File: src/rtl/panel_pkg.sv
`default_nettype none

package panel_pkg;

    // picture numbers on the led matrix
    typedef enum logic [3:0]
    {
        pic_heat0   = 4'd0,
        pic_heat1   = 4'd1,
        pic_heat2   = 4'd2,
        pic_heat3   = 4'd3,
        pic_heat4   = 4'd4,
        pic_full    = 4'd5,
        pic_aux6    = 4'd6,     // not selected by the fsm
        pic_aux7    = 4'd7,
        pic_alarm   = 4'd8,
        pic_aux9    = 4'd9,
        pic_standby = 4'd10,
        pic_stop    = 4'd11
    } pic_e;

    // one column word per color, bit n lights column n
    typedef struct packed
    {
        logic [7:0] red;
        logic [7:0] green;
    } col_pair_t;

endpackage

`default_nettype wire

File: src/rtl/ctrl_pkg.sv
`default_nettype none

package ctrl_pkg;

    // host command opcodes
    typedef enum logic [1:0]
    {
        op_start = 2'd0,
        op_stop  = 2'd1,
        op_clear = 2'd2
    } cmd_op_e;

    typedef struct packed
    {
        cmd_op_e    op;
        logic [7:0] seconds;    // cook time in whole seconds
    } cmd_t;

    typedef enum logic [1:0]
    {
        st_idle  = 2'd0,
        st_heat  = 2'd1,
        st_done  = 2'd2,
        st_alarm = 2'd3
    } cook_state_e;

    typedef struct packed
    {
        logic busy;
        logic done;
        logic alarm;
    } status_t;

endpackage

`default_nettype wire
File: src/rtl/oven_panel_top.sv
`timescale 1ns/1ps
`default_nettype none

module oven_panel_top
    import ctrl_pkg::*;
    import panel_pkg::*;
#(
    parameter int TICK_DIV = 1000,
    parameter int SCAN_DIV = 1
) (
    input  logic       clk,
    input  logic       rst,
    input  cmd_t       cmd,
    input  logic       cmd_valid,
    output logic       cmd_ready,
    input  logic       temp,
    output status_t    status,
    output logic [7:0] row,
    output col_pair_t  col
);

    logic       timer_load;
    logic [7:0] timer_secs;
    logic       timer_stop;
    logic [7:0] elapsed;
    logic       expired;
    pic_e       pic;

    cook_fsm u_fsm (
        .clk        (clk),
        .rst        (rst),
        .cmd        (cmd),
        .cmd_valid  (cmd_valid),
        .cmd_ready  (cmd_ready),
        .temp       (temp),
        .elapsed    (elapsed),
        .expired    (expired),
        .status     (status),
        .timer_load (timer_load),
        .timer_secs (timer_secs),
        .timer_stop (timer_stop),
        .pic        (pic)
    );

    cook_timer #(
        .TICK_DIV (TICK_DIV)
    ) u_timer (
        .clk     (clk),
        .rst     (rst),
        .load    (timer_load),
        .secs    (timer_secs),
        .stop    (timer_stop),
        .elapsed (elapsed),
        .expired (expired)
    );

    matrix_scan #(
        .SCAN_DIV (SCAN_DIV)
    ) u_scan (
        .clk  (clk),
        .rst  (rst),
        .pic  (pic),
        .temp (temp),
        .row  (row),
        .col  (col)
    );

endmodule

`default_nettype wire

File: src/rtl/matrix_scan.sv
`timescale 1ns/1ps
`default_nettype none

module matrix_scan
    import panel_pkg::*;
#(
    parameter int SCAN_DIV = 1
) (
    input  logic       clk,
    input  logic       rst,
    input  pic_e       pic,
    input  logic       temp,
    output logic [7:0] row,
    output col_pair_t  col
);

    localparam int DW = (SCAN_DIV > 1) ? $clog2(SCAN_DIV) : 1;

    logic [DW-1:0] div_cnt;
    logic [2:0]    row_cnt;
    logic          step;
    logic          started;
    logic [7:0]    green_nxt;
    logic [7:0]    red_nxt;

    function automatic logic [7:0] green_row(pic_e p, logic [2:0] r);
        logic [7:0] g;
        g = 8'h00;
        case (p)
            pic_heat0:
                case (r)
                    3'd2, 3'd5: g = 8'b0001_1000;
                    3'd3, 3'd4: g = 8'b0011_1100;
                    default:    g = 8'h00;
                endcase
            pic_heat1:
                case (r)
                    3'd2, 3'd5: g = 8'b0011_1000;
                    3'd3, 3'd4: g = 8'b0111_1100;
                    default:    g = 8'h00;
                endcase
            pic_heat2:
                case (r)
                    3'd2, 3'd5: g = 8'b0011_1100;
                    3'd3, 3'd4: g = 8'b0111_1110;
                    default:    g = 8'h00;
                endcase
            pic_heat3:
                case (r)
                    3'd1, 3'd6:             g = 8'b0011_1100;
                    3'd2, 3'd3, 3'd4, 3'd5: g = 8'b0111_1110;
                    default:                g = 8'h00;
                endcase
            pic_heat4:
                case (r)
                    3'd0, 3'd7: g = 8'b0011_1100;
                    3'd1, 3'd6: g = 8'b0111_1110;
                    default:    g = 8'b1111_1111;
                endcase
            pic_full: g = 8'b1111_1111;
            pic_aux6:
                case (r)
                    3'd0:    g = 8'b1100_0011;
                    3'd1:    g = 8'b1110_0011;
                    3'd2:    g = 8'b1111_0001;
                    3'd3:    g = 8'b1110_0011;
                    3'd4:    g = 8'b1100_0111;
                    3'd5:    g = 8'b1110_0111;
                    3'd6:    g = 8'b1111_0111;
                    default: g = 8'b1111_1011;
                endcase
            pic_aux7:
                case (r)
                    3'd1:    g = 8'b0000_0001;
                    3'd2:    g = 8'b1000_0001;
                    3'd3:    g = 8'b1100_0011;
                    3'd4:    g = 8'b1000_0011;
                    3'd5:    g = 8'b1100_0111;
                    3'd6:    g = 8'b1110_0111;
                    3'd7:    g = 8'b1111_0011;
                    default: g = 8'h00;
                endcase
            pic_aux9:
                case (r)
                    3'd2:    g = 8'b0110_0000;
                    3'd3:    g = 8'b1111_1100;
                    3'd4:    g = 8'b0011_1111;
                    3'd5:    g = 8'b0011_1110;
                    3'd6:    g = 8'b0001_1100;
                    default: g = 8'h00;
                endcase
            pic_standby:
                case (r)
                    3'd2:       g = 8'b0001_1000;
                    3'd3:       g = 8'b0011_1100;
                    3'd4, 3'd5: g = 8'b0111_1110;
                    3'd6:       g = 8'b0010_0100;
                    default:    g = 8'h00;
                endcase
            default: g = 8'h00;
        endcase
        return g;
    endfunction

    // red icons have their own table, the rest borrow green
    function automatic logic [7:0] red_row(pic_e p, logic [2:0] r, logic hot, logic [7:0] g);
        logic [7:0] c;
        c = 8'h00;
        case (p)
            pic_alarm:
                case (r)
                    3'd1:    c = 8'b0011_1000;
                    3'd2:    c = 8'b0100_0100;
                    3'd3:    c = 8'b0101_1010;
                    3'd4:    c = 8'b0100_1010;
                    3'd5:    c = 8'b0011_0010;
                    3'd6:    c = 8'b1100_0100;
                    3'd7:    c = 8'b0011_1000;
                    default: c = 8'h00;
                endcase
            pic_stop:
                case (r)
                    3'd0, 3'd2: c = 8'b1110_0000;
                    3'd1:       c = 8'b0110_0000;
                    3'd3:       c = 8'b0011_0000;
                    3'd4:       c = 8'b0011_0001;
                    3'd5:       c = 8'b0011_0011;
                    3'd6:       c = 8'b0011_1110;
                    default:    c = 8'b0001_1100;
                endcase
            pic_aux6, pic_aux7, pic_aux9: c = g;
            pic_heat0, pic_heat1, pic_heat2, pic_heat3, pic_heat4, pic_full:
                c = hot ? g : 8'h00;    // orange when hot
            default: c = 8'h00;
        endcase
        return c;
    endfunction

    assign step = (div_cnt == DW'(SCAN_DIV - 1));

    always_comb
    begin
        green_nxt = green_row(pic, row_cnt);
        red_nxt   = red_row(pic, row_cnt, temp, green_nxt);
    end

    // row and columns load on the same step
    always_ff @(posedge clk or posedge rst)
    begin
        if (rst)
        begin
            div_cnt <= '0;
            row_cnt <= 3'd0;
            row     <= 8'hff;
            col     <= '0;
            started <= 1'b0;
        end
        else
        begin
            div_cnt <= step ? '0 : div_cnt + 1'b1;
            if (step)
            begin
                row_cnt   <= row_cnt + 3'd1;
                row       <= ~(8'h01 << row_cnt);   // active low
                col.green <= green_nxt;
                col.red   <= red_nxt;
                started   <= 1'b1;
            end
        end
    end

    a_one_row: assert property (@(posedge clk) disable iff (rst)
        started |-> $onehot(~row));

endmodule

`default_nettype wire

File: src/rtl/cook_timer.sv
`timescale 1ns/1ps
`default_nettype none

module cook_timer #(
    parameter int TICK_DIV = 1000
) (
    input  logic       clk,
    input  logic       rst,
    input  logic       load,
    input  logic [7:0] secs,
    input  logic       stop,
    output logic [7:0] elapsed,
    output logic       expired
);

    localparam int PW = (TICK_DIV > 1) ? $clog2(TICK_DIV) : 1;

    logic [PW-1:0] presc;
    logic [7:0]    target;
    logic          running;
    logic          tick;

    // one second gone
    assign tick = running && (presc == PW'(TICK_DIV - 1));

    always_ff @(posedge clk)
    begin
        if (load)
            target <= secs;
    end

    always_ff @(posedge clk or posedge rst)
    begin
        if (rst)
        begin
            presc   <= '0;
            elapsed <= 8'd0;
            running <= 1'b0;
            expired <= 1'b0;
        end
        else
        begin
            expired <= 1'b0;
            if (load)
            begin
                running <= 1'b1;
                presc   <= '0;
                elapsed <= 8'd0;
            end
            else if (stop)
                running <= 1'b0;
            else if (running)
            begin
                presc <= tick ? '0 : presc + 1'b1;
                if (tick)
                begin
                    elapsed <= elapsed + 8'd1;
                    if (elapsed + 8'd1 == target)
                    begin
                        expired <= 1'b1;
                        running <= 1'b0;
                    end
                end
            end
        end
    end

    a_no_reload: assert property (@(posedge clk) disable iff (rst)
        load |-> !running);

endmodule

`default_nettype wire

File: src/rtl/cook_fsm.sv
`timescale 1ns/1ps
`default_nettype none

module cook_fsm
    import ctrl_pkg::*;
    import panel_pkg::*;
(
    input  logic       clk,
    input  logic       rst,
    input  cmd_t       cmd,
    input  logic       cmd_valid,
    output logic       cmd_ready,
    input  logic       temp,
    input  logic [7:0] elapsed,
    input  logic       expired,
    output status_t    status,
    output logic       timer_load,
    output logic [7:0] timer_secs,
    output logic       timer_stop,
    output pic_e       pic
);

    cook_state_e state;
    logic        stopped;   // idle reached through a stop
    logic        accept;

    assign accept = cmd_valid && cmd_ready;

    // only the op that fits the state is taken, everything else waits
    always_comb
    begin
        case (state)
            st_idle: cmd_ready = (cmd.op == op_start);
            st_heat: cmd_ready = (cmd.op == op_stop);
            default: cmd_ready = (cmd.op == op_clear);
        endcase
    end

    assign timer_load = accept && (state == st_idle);
    assign timer_secs = cmd.seconds;
    assign timer_stop = (state == st_heat) && (accept || temp);

    always_ff @(posedge clk or posedge rst)
    begin
        if (rst)
        begin
            state   <= st_idle;
            stopped <= 1'b0;
        end
        else
        begin
            if (accept)
                stopped <= 1'b0;
            case (state)
                st_idle:
                    if (accept)
                        state <= st_heat;
                st_heat:
                begin
                    if (accept)
                    begin
                        state   <= st_idle;
                        stopped <= 1'b1;
                    end
                    else if (temp)
                        state <= st_alarm;  // overheat wins over expiry
                    else if (expired)
                        state <= st_done;
                end
                default:
                    if (accept)
                        state <= st_idle;
            endcase
        end
    end

    always_comb
    begin
        status       = '0;
        status.busy  = (state == st_heat);
        status.done  = (state == st_done);
        status.alarm = (state == st_alarm);
    end

    always_comb
    begin
        case (state)
            st_idle: pic = stopped ? pic_stop : pic_standby;
            st_heat: pic = temp ? pic_alarm : pic_e'(4'(elapsed % 8'd5));
            st_done: pic = pic_full;
            default: pic = pic_alarm;
        endcase
    end

    a_ready_op: assert property (@(posedge clk) disable iff (rst)
        cmd_ready |-> ((cmd.op == op_start) == (state == st_idle)));

    a_expired_heat: assert property (@(posedge clk) disable iff (rst)
        expired |-> (state == st_heat));

endmodule

`default_nettype wire

File: config.mk
export PLATFORM = sky130hd
export DESIGN_NAME = oven_panel_top
export DESIGN_NICKNAME = d
export VERILOG_FILES = /design/src/rtl/panel_pkg.sv /design/src/rtl/ctrl_pkg.sv /design/src/rtl/oven_panel_top.sv /design/src/rtl/matrix_scan.sv /design/src/rtl/cook_timer.sv /design/src/rtl/cook_fsm.sv
export SDC_FILE = /design/constraint.sdc
export NUM_CORES = 1
export LEC_CHECK = 0
export ABC_AREA = 1
export BUFFER_PORTS_ARGS = -buffer_cell sky130_fd_sc_hd__buf_2
export CAP_MARGIN = 20
export CELL_PAD_IN_SITES_DETAIL_PLACEMENT = 1
export CELL_PAD_IN_SITES_GLOBAL_PLACEMENT = 1
export CORE_ASPECT_RATIO = 1.1
export CORE_UTILIZATION = 33
export CTS_CLUSTER_SIZE = 30
export DETAILED_ROUTE_END_ITERATION = 16
export PLACE_DENSITY_LB_ADDON = 0.2
export SYNTH_ARGS = -nofsm -noshare
export SYNTH_HDL_FRONTEND = slang
export SYNTH_HIERARCHICAL = 1
export SYNTH_SLANG_ARGS = --single-unit
File: constraint.sdc
create_clock -name clk -period 5.1 [get_ports clk]
set_input_delay 1.02 -clock clk [delete_from_list [all_inputs] [get_ports clk]]
set_output_delay 1.02 -clock clk [all_outputs]
set_load 0.01 [all_outputs]
==> flow_summary_export.csv, run 1 <==
group,metric,value,unit
outcome,run_status,"finished, final reports clean",
clock_tree,numCtsBuffers,9,
clock_tree,cts_tree,"built",
floorplanning,dieWidth,107,um
yosys,synthFlopType,"dfrtp_1",
worst_hold_path,hold_depth,2,
global_route,track_usage,19.3,%
clock_tree,h-tree-depth,3,
yosys,yosys_warnings,6,
timing,slew_viol_final,0,
timing,rsz0062_at_grt,"no",
layout,fin_nets,635,
placement,place_hpwl,8880,um
global_route,first_global_vias,3954,
routing,drtIter0Drc,132,
worst_setup_path,crit_start,"u_timer/elapsed[5]",
worst_setup_path,arrival,4.83,ns
power_and_ir_drop,p_int,0.00111,W
worst_setup_path,r2r_slack,0.49,ns
yosys,syn-num-nets,588,
worst_setup_path,reg2reg_to,"u_scan/col[12]",
timing,period_minus_slack,4.61,ns
clock_tree,postCtsHoldBufs,0,
clock_tree,cts_root_buf,"clkbuf_16",
layout,antenna_cells,0,
global_route,grt_first_pass_wirelength,18900,um
clock_tree,clock_latency,0.33,ns
placement,dp_slack,0.269,ns
yosys,yosysMostFrequentCell,"nand2_1",
clock_tree,clk_pin_slew,0.05,ns
worst_setup_path,end_kind,"flip-flop",
timing,setup_viol,0,
yosys,synth.avg_cell_area,7.13,um2
routing,wire_per_inst,14.9,um
floorplanning,io_pins,42,
yosys,netlist_area,0.00399,mm2
worst_setup_path,cp_slowest_cell,"dfrtp_2",
timing,slew_headroom,41.9,%
timing,clock_skew,0.00815,ns
power_and_ir_drop,switchingPower,0.000704,W
worst_setup_path,critPathMaxStageDelay,0.45,ns
worst_setup_path,reg2reg_from,"u_timer/elapsed[5]",
routing,via_per_inst,4.89,
worst_setup_path,path_class,"flip-flop to flip-flop",
floorplanning,die-area,0.0125,mm2
yosys,async_flop_share,86.2,%
power_and_ir_drop,total_power,0.00181,W
run,cap_violations,0,
routing,dr.pass1.iters,4,
yosys,synth-seq-area-share,37.6,%
power_and_ir_drop,power_density,389,mW/mm2
timing,tightest_slew,0.870,ns
worst_hold_path,hold_path.class,"flip-flop to flip-flop",
routing,postRouteAntennaNets,0,
worst_setup_path,crit_end,"u_scan/col[12]",
yosys,synth_edf_count,8,
global_route,grt_antenna_before_repair,0,
placement,dp.cells,744,
routing,wl_met1,5330,um
clock_tree,cts_sinks,58,
worst_setup_path,crit_path_start_kind,"flip-flop",
placement,port_buffers,41,
yosys,synth.top_cell.area_share,26.3,%
routing,dr_total_vias,3729,
floorplanning,start_util,34.3,%
timing,period_share,90.4,%
floorplanning,die_h,117,um
worst_setup_path,reg2reg_depth,36,
worst_setup_path,path_max_fanout,7,
placement,gp_congestion,0.857,
power_and_ir_drop,p_clk_share,32.5,%
layout,fin_cells,762,
routing,wl_met2,5420,um
routing,top_layer_used,"met4",
layout,drive_above_1_share,19.6,%
timing,setup_ws,0.492,ns
timing,timing.fmax,217,MHz
routing,drcViolationCount,0,
floorplanning,rows,41,
power_and_ir_drop,switching_share,38.8,%
yosys,ys_top_cells_by_count,"nand2_1, inv_1, nor2_1, nand3_1, dfrtp_1",
clock_tree,clockBufferDepth,2,
layout,syn_to_final_growth,16.8,%
worst_setup_path,crit_top_cell,"nand2_1",
worst_setup_path,worstPathRequired,5.33,ns
timing,hold_viol,0,
power_and_ir_drop,peakVddDrop,0.236,mV
global_route,grt_max_degree,28,
yosys,yosys.area.top_type,"dfrtp_1",
power_and_ir_drop,p_comb_share,33.6,%
global_route,overflow,0,
yosys,syn_inst,560,
timing,holdWs,0.506,ns
yosys,ys_ff_latch,58,
power_and_ir_drop,power.leakage,2.51,nW
routing,wl_met3,392,um
yosys,ys_types,39,
floorplanning,core,0.0116,mm2
layout,fillers,1481,
yosys,synth_area_leaders,"dfrtp_1, nand2_1, inv_1",
timing,fin_tns_setup,0,ns
routing,drt-total-wl,11400,um
power_and_ir_drop,seqPwrFrac,34.0,%
-- cells by family after synthesis --
kind of cell,after synthesis,share of synthesized area (%)
compound gates,50,6.87
xor+xnor,6,1.69
simple gates,334,39.3
buf+inv,98,10.1
flops,58,37.6
fa+ha+maj,14,4.39
-- what timing repair did --
| action | 4_1_cts | 5_1_grt |
|---|---|---|
| endpoints found under the setup margin | 0 | 9 |
| endpoints found under the hold margin | 0 | 0 |
| setup buffers | 0 | 1 |
| gates resized for setup | 0 | 9 |
-- cell type report --
type	instances	area, um2	share of cell area, %
flip-flops and latches	58	1500	32.3
clock inverters	6	57.6	1.23
clock buffers	10	229	4.91
repair buffers	44	235	5.04
well taps	150	188	4.02
inverters	90	343	7.35
multi-input cells	404	2110	45.2
-- state kept, by name, indices dropped and copies added (netlist names), named ones only --
signal and count:
u_fsm/state 2, u_scan/col 16, u_scan/row 8, u_scan/row_cnt 3, u_timer/elapsed 8, u_timer/expired 1, u_timer/presc 10, u_timer/running 1
u_timer/target 8
-- worst min path at each step --
stage / slack (ns) / to / start
final: 0.51 / flip-flop / flip-flop
after global routing: 0.57 / flip-flop / flip-flop
after CTS: 0.51 / flip-flop / flip-flop
after global placement: 0.47 / flip-flop / flip-flop
after detailed placement: 0.50 / flip-flop / flip-flop
after floorplan: 0.45 / flip-flop / flip-flop
-- layout by cell type (no fill, tap or decap), types with 2 or more instances in the layout --
master and n:
nor2_4 7, o21bai_1 3, clkinv_1 2, nor2_1 51
a21oi_2 2, nand3_2 6, nand3_1 50, dfrtp_2 2
nand2_1 162, nand4_1 13, nor2_2 4, inv_1 80
clkinvlp_4 2, o21ai_1 10, dfrtp_1 40, edfxtp_1 8
o21ai_0 15, a31oi_1 2, dfstp_2 8, ha_1 14
buf_4 2, inv_2 9, clkbuf_16 9, nand2_4 3
xor2_1 4, buf_2 41, nor3_1 10, nand2_2 16
a21oi_1 13, nand3b_1 5
-- power groups by stage --
stage / combinational, W / clock, W / sequential [W]
6_report: 0.000609 / 0.000589 / 0.000616
5_1_grt: 0.000689 / 0.000622 / 0.000627
4_1_cts: 0.000593 / 0.000602 / 0.000617
3_5_place_dp: 0.000587 / 0 / 0.000623
3_3_place_gp: 0.000580 / 0 / 0.000622
2_1_floorplan: 0.000401 / 0 / 0.000617
-- stage by stage --
step / instance area (um2) / utilization (%)
3_3_place_gp: 4330 / 37.2
3_5_place_dp: 4330 / 37.2
6_report: 4660 / 40.0
2_1_floorplan: 3990 / -
5_1_grt: 4660 / 40.0
4_1_cts: 4620 / 39.7
-- metal layers --
metal | track usage [%] | vias up
met1 | 25.4 | 1784
li1 | - | 1867
met4 | 6.59 | 0
met3 | 4.00 | 21
met5 | 0 | -
met2 | 31.1 | 57
-- critical path: cells and delay by family, from the launching register on --
kind                       cells  cell delay [ns]
adders and majority gates      2             0.34
DFF                            1             0.45
and+or+nand+nor               27             3.01
buffers and inverters          5             0.34
AOI/OAI and AO/OA              2             0.33
Power figures use the tool's default switching activity.
==> run 2, diff against run 1 <==
Clock period 5.1 ns to 3.9 ns, I/O delays scaled along.
==> run 2 against run 1 <==
Against the previous run:
- the run now ends with negative setup slack left
- critical path depth is 1 higher
- non-clock buffer count is 59 higher
- die area stayed put
- count of clock-buffer cells in the layout is 2 higher
- wire length is 18% higher
- cell area is 20% higher
- register-to-register slack worse by 0.85 ns
- worst setup slack worse by 0.85 ns
- clock power is 41% higher
- via count is 9.3% higher
- largest cell class unchanged
==> flow_summary_export.csv, run 2 (synthesis gave the netlist of run 1 again) <==
group,metric,value,unit
power_and_ir_drop,power.leakage,2.98,nW
clock_tree,clock_latency,0.33,ns
worst_setup_path,worstPathRequired,4.12,ns
clock_tree,clk_pin_slew,0.06,ns
worst_setup_path,path_max_fanout,4,
power_and_ir_drop,p_comb_share,44.0,%
floorplanning,core,0.0116,mm2
layout,largest_reg_flops,16,
worst_setup_path,r2r_slack,-0.36,ns
timing,tightest_slew,0.815,ns
floorplanning,die-area,0.0125,mm2
routing,via_per_inst,4.96,
power_and_ir_drop,seqPwrFrac,27.7,%
routing,drtIter0Drc,159,
global_route,grt_antenna_before_repair,0,
timing,clock_skew,0.00786,ns
floorplanning,dieWidth,107,um
timing,period_share,109,%
worst_setup_path,critPathMaxStageDelay,0.43,ns
placement,place_hpwl,9260,um
global_route,grt_max_degree,28,
placement,dp_slack,-0.471,ns
global_route,first_global_vias,4494,
worst_hold_path,hold_path.class,"input pin to async pin",
layout,final_cell_mix,"nand2_1, inv_1, buf_4",
power_and_ir_drop,p_int,0.00178,W
power_and_ir_drop,p_clk_share,28.2,%
clock_tree,numCtsBuffers,9,
power_and_ir_drop,power_density,528,mW/mm2
placement,dpl_cell_area,0.00460,mm2
clock_tree,cts_tree,"built",
layout,final_cell_area,0.00559,mm2
floorplanning,rows,41,
worst_setup_path,arrival,4.48,ns
layout,top_regs,"u_scan/col x16, u_timer/presc x10",
power_and_ir_drop,switchingPower,0.00117,W
worst_setup_path,crit_path_start_kind,"flip-flop",
clock_tree,clockBufferDepth,2,
floorplanning,start_util,34.3,%
timing,setup_ws,-0.359,ns
layout,layout_commonest_cell,"nand2_1",
timing,rsz0062_at_grt,"yes",
worst_setup_path,crit_top_cell,"nand2_4",
routing,wire_per_inst,16.3,um
power_and_ir_drop,switching_share,39.6,%
worst_setup_path,reg2reg_from,"u_timer/elapsed[5]",
global_route,overflow,0,
clock_tree,cts_sinks,58,
layout,syn_to_final_growth,39.9,%
clock_tree,h-tree-depth,3,
outcome,violations,"negative setup slack",
worst_setup_path,end_kind,"flip-flop",
timing,timing.fmax,235,MHz
placement,gp_congestion,0.837,
worst_setup_path,path_class,"flip-flop to flip-flop",
global_route,track_usage,21.8,%
layout,fillers,1429,
routing,dr_total_vias,4076,
timing,fin_tns_setup,-4.40,ns
timing,period_minus_slack,4.26,ns
layout,fin_nets,694,
worst_setup_path,reg2reg_to,"u_scan/col[13]",
timing,setup_viol,16,
layout,multiInputGateArea,0.00252,mm2
clock_tree,postCtsHoldBufs,0,
routing,drcViolationCount,0,
floorplanning,io_pins,42,
routing,postRouteAntennaNets,0,
run,cap_violations,0,
worst_setup_path,cp_slowest_cell,"dfrtp_1",
placement,port_buffers,41,
layout,antenna_cells,0,
power_and_ir_drop,peakVddDrop,0.201,mV
worst_setup_path,crit_start,"u_timer/elapsed[5]",
timing,hold_viol,0,
layout,drive_above_1_share,37.3,%
global_route,grt_first_pass_wirelength,21700,um
clock_tree,cts_root_buf,"clkbuf_16",
layout,regArea,0.00150,mm2
outcome,run_status,"finished with violations",
timing,slew_headroom,45.6,%
routing,drt-total-wl,13400,um
floorplanning,die_h,117,um
worst_setup_path,reg2reg_depth,37,
worst_setup_path,crit_end,"u_scan/col[13]",
timing,slew_viol_final,0,
layout,regMostFlops,"u_scan/col",
routing,dr.pass1.iters,4,
## run 2: cell types whose count changed in the layout (fill, tap and decap cells not counted), moves of 8 or more
cell / delta
nor2_1: -8
buf_4: +53
nand3_1: -14
inv_2: +9
nand2_2: +9
nand2_4: +16
inv_1: -11
nand2_1: -26
nand3_2: +8
## run 2: through the flow
stage	total power (W)	utilization, %	instances	hold WS, ns
2_1_floorplan	0.00134	-	560	0.448
3_3_place_gp	0.00169	39.5	779	0.471
3_5_place_dp	0.00172	39.5	779	0.499
4_1_cts	0.00280	45.5	814	0.348
5_1_grt	0.00312	48.0	821	0.357
6_report	0.00295	48.0	821	0.350
## run 2: layout make-up
| type | instances | area share [%] |
|---|---|---|
| multi-input cells | 404 | 45.2 |
| clock inverters | 4 | 0.851 |
| clock buffers | 12 | 4.79 |
| repair buffers | 103 | 12.7 |
| well taps | 150 | 3.36 |
| inverters | 90 | 6.23 |
| flip-flops and latches | 58 | 26.9 |
## run 2: how the worst min path moves through the flow
stage	depth (start not counted)	endpoint	startpoint
floorplan	2	flip-flop	flip-flop
global placement	2	flip-flop	flip-flop
detailed placement	2	flip-flop	flip-flop
CTS	2	u_fsm/state[0]	rst
global route	2	u_fsm/state[0]	rst
finish	2	u_fsm/state[0]	rst
## run 2: power by group through the flow
stage          logic, W  registers, W  clock network, W
3_3_place_gp   0.000874      0.000817                 0
6_report        0.00130      0.000818          0.000833
4_1_cts         0.00113      0.000814          0.000856
2_1_floorplan  0.000531      0.000807                 0
5_1_grt         0.00142      0.000830          0.000874
3_5_place_dp   0.000899      0.000818                 0
## run 2: worst max-delay path: cells and delay by family, from the launching register on
kind                       cells  cell delay, ns
AOI/OAI and AO/OA              1            0.16
buffers and inverters          7            0.60
DFF                            1            0.43
adders and majority gates      2            0.31
and+or+nand+nor               27            2.68
## run 2: timing repair
| item | in CTS | in global routing |
|---|---|---|
| pin swaps | 39 | 26 |
| buffers inserted | 19 | 6 |
| resized for setup | 75 | 50 |
| endpoints found under the setup margin | 16 | 16 |
## run 2: layer usage
| layer | part of all wire (%) | vias up | GRT usage [%] |
|---|---|---|---|
| met5 | 0 | - | 0 |
| met4 | 1.7 | 0 | 7.79 |
| met3 | 2.5 | 18 | 3.00 |
| met2 | 52 | 63 | 36.7 |
| met1 | 44 | 2001 | 28.2 |
| li1 | - | 1994 | - |
==> run 3, diff against run 2 <==
Settings changed: CORE_ASPECT_RATIO 1.1 to 1.4, TNS_END_PERCENT set to 1.
==> run 3 against run 2 <==
Against the previous run:
- the flow still finishes with violations (negative setup slack)
- clock skew shrank 0.0014 ns
- utilization shrank 1.1 points
- wire length grew 0.21%
- maximum frequency grew 2.3%
- worst setup slack gained 0.098 ns
- flip-flop and latch count is the same
- global-route usage shrank 0.15 points
- combinational power shrank 12%
- total power shrank 2.5%
- first-iteration DRC count shrank 42%
- non-clock buffer count grew 5
- count of clock-buffer cells in the layout shrank 2
==> flow_summary_export.csv, run 3 (synthesis gave the netlist of run 1 again) <==
group,metric,value,unit
floorplanning,die_h,132,um
clock_tree,cts_root_buf,"clkbuf_16",
routing,via_per_inst,4.97,
layout,layout_commonest_cell,"nand2_1",
clock_tree,clk_pin_slew,0.05,ns
layout,regMostFlops,"u_scan/col",
worst_setup_path,critPathMaxStageDelay,0.42,ns
global_route,grt_first_pass_wirelength,20700,um
worst_setup_path,crit_top_cell,"nand2_4",
timing,slew_viol_final,0,
timing,timing.fmax,240,MHz
placement,port_buffers,41,
timing,setup_ws,-0.262,ns
global_route,track_usage,21.6,%
global_route,grt_antenna_before_repair,0,
worst_setup_path,cp_slowest_cell,"dfrtp_1",
timing,rsz0062_at_grt,"yes",
layout,drive_above_1_share,36.7,%
layout,final_core_util,46.9,%
global_route,first_global_vias,4340,
layout,final_cell_area,0.00554,mm2
global_route,overflow,0,
clock_tree,numCtsBuffers,9,
timing,period_share,107,%
layout,antenna_cells,0,
worst_setup_path,arrival,4.37,ns
floorplanning,dieWidth,94.9,um
timing,fin_tns_setup,-2.49,ns
floorplanning,core,0.0118,mm2
routing,postRouteAntennaNets,0,
layout,fin_nets,699,
placement,gp_congestion,0.889,
timing,tightest_slew,0.821,ns
routing,drtIter0Drc,93,
clock_tree,cts_sinks,58,
clock_tree,h-tree-depth,3,
placement,dp_slack,-0.523,ns
worst_setup_path,end_kind,"flip-flop",
timing,setup_viol,16,
power_and_ir_drop,power.leakage,2.99,nW
clock_tree,clock_latency,0.33,ns
power_and_ir_drop,power_density,519,mW/mm2
clock_tree,cts_tree,"built",
layout,top_regs,"u_scan/col x16, u_timer/presc x10",
clock_tree,postCtsHoldBufs,0,
timing,period_minus_slack,4.16,ns
power_and_ir_drop,peakVddDrop,0.323,mV
worst_setup_path,path_max_fanout,5,
outcome,violations,"negative setup slack",
layout,syn_to_final_growth,38.7,%
outcome,run_status,"finished with violations",
routing,drt-total-wl,13400,um
worst_setup_path,path_class,"flip-flop to flip-flop",
layout,final_cell_mix,"nand2_1, inv_1, buf_4",
routing,dr_total_vias,4093,
timing,clock_skew,0.00645,ns
clock_tree,clockBufferDepth,2,
timing,hold_viol,0,
worst_setup_path,crit_path_start_kind,"flip-flop",
worst_hold_path,hold_path.class,"input pin to async pin",
floorplanning,die-area,0.0125,mm2
routing,wire_per_inst,16.3,um
global_route,grt_max_degree,28,
layout,largest_reg_flops,16,
timing,slew_headroom,45.2,%
floorplanning,io_pins,42,
floorplanning,rows,47,
floorplanning,start_util,33.8,%
placement,dpl_cell_area,0.00462,mm2
power_and_ir_drop,total_power,0.00288,W
worst_setup_path,worstPathRequired,4.11,ns
routing,drcViolationCount,0,
placement,place_hpwl,9780,um
run,cap_violations,0,
routing,dr.pass1.iters,4,
## run 3: cell count changes in the layout (fill, tap and decap cells not counted), sizes merged
cell	change
buf	+5
inv	+2
bufinv	+1
clkbuf	-2
clkinvlp	-1
## run 3: layer usage
layer	vias to the layer above	global-route usage, %	routed length [um]
li1	2002	-	-
met1	1993	21.1	4790
met2	66	43.7	7890
met3	32	3.58	319
met4	0	7.07	431
met5	-	0	0
## run 3: layout make-up
| class | count | area, um2 |
|---|---|---|
| Fill cell | 1463 | 6280 |
| Multi-Input combinational cell | 404 | 2420 |
| Sequential cell | 58 | 1500 |
| Timing Repair Buffer | 108 | 743 |
| Inverter | 90 | 343 |
| Clock buffer | 10 | 250 |
| Tap cell | 147 | 184 |
| Clock inverter | 6 | 95.1 |
## run 3: through the flow
| step | hold WS, ns | std cells |
|---|---|---|
| after CTS | 0.349 | 815 |
| after floorplan | 0.448 | 560 |
| after detailed placement | 0.481 | 779 |
| after global routing | 0.361 | 823 |
| after global placement | 0.470 | 779 |
| final | 0.351 | 823 |
## run 3: timing repair
| item | CTS | global route |
|---|---|---|
| setup buffers | 20 | 7 |
| pin swaps | 32 | 30 |
| resized for setup | 59 | 40 |
| endpoints found under the setup margin | 16 | 16 |
| cloned | 0 | 0 |
## run 3: path summary, 6_finish.rpt
path / start / endpoint / slack (ns) / cells after the start
min: rst / u_fsm/state[0] / 0.35 / 2
min reg2reg: flip-flop / flip-flop / 0.50 / 2
min in group clk: flip-flop / flip-flop / 0.50 / 2
max: u_timer/elapsed[5] / u_scan/col[12] / -0.26 / 35
max reg2reg: u_timer/elapsed[5] / u_scan/col[12] / -0.26 / 35
max in group asynchronous: rst / u_timer/elapsed[7] / 2.69 / 2
## run 3: critical path, delay by kind of cell (launching register included)
| family | cells | cell delay [ns] |
|---|---|---|
| flip-flops | 1 | 0.42 |
| AND/OR/NAND/NOR | 27 | 2.70 |
| adder cells (fa/ha/maj) | 2 | 0.32 |
| AO/OA/AOI/OAI | 2 | 0.35 |
| buffers and inverters | 4 | 0.24 |
## run 3: power breakdown
group          switching (W)  leakage (nW)  internal (W)
logic               0.000695          2.10      0.000455
registers          0.0000905         0.722      0.000719
clock network       0.000311         0.169      0.000605
total                0.00110          2.99       0.00178
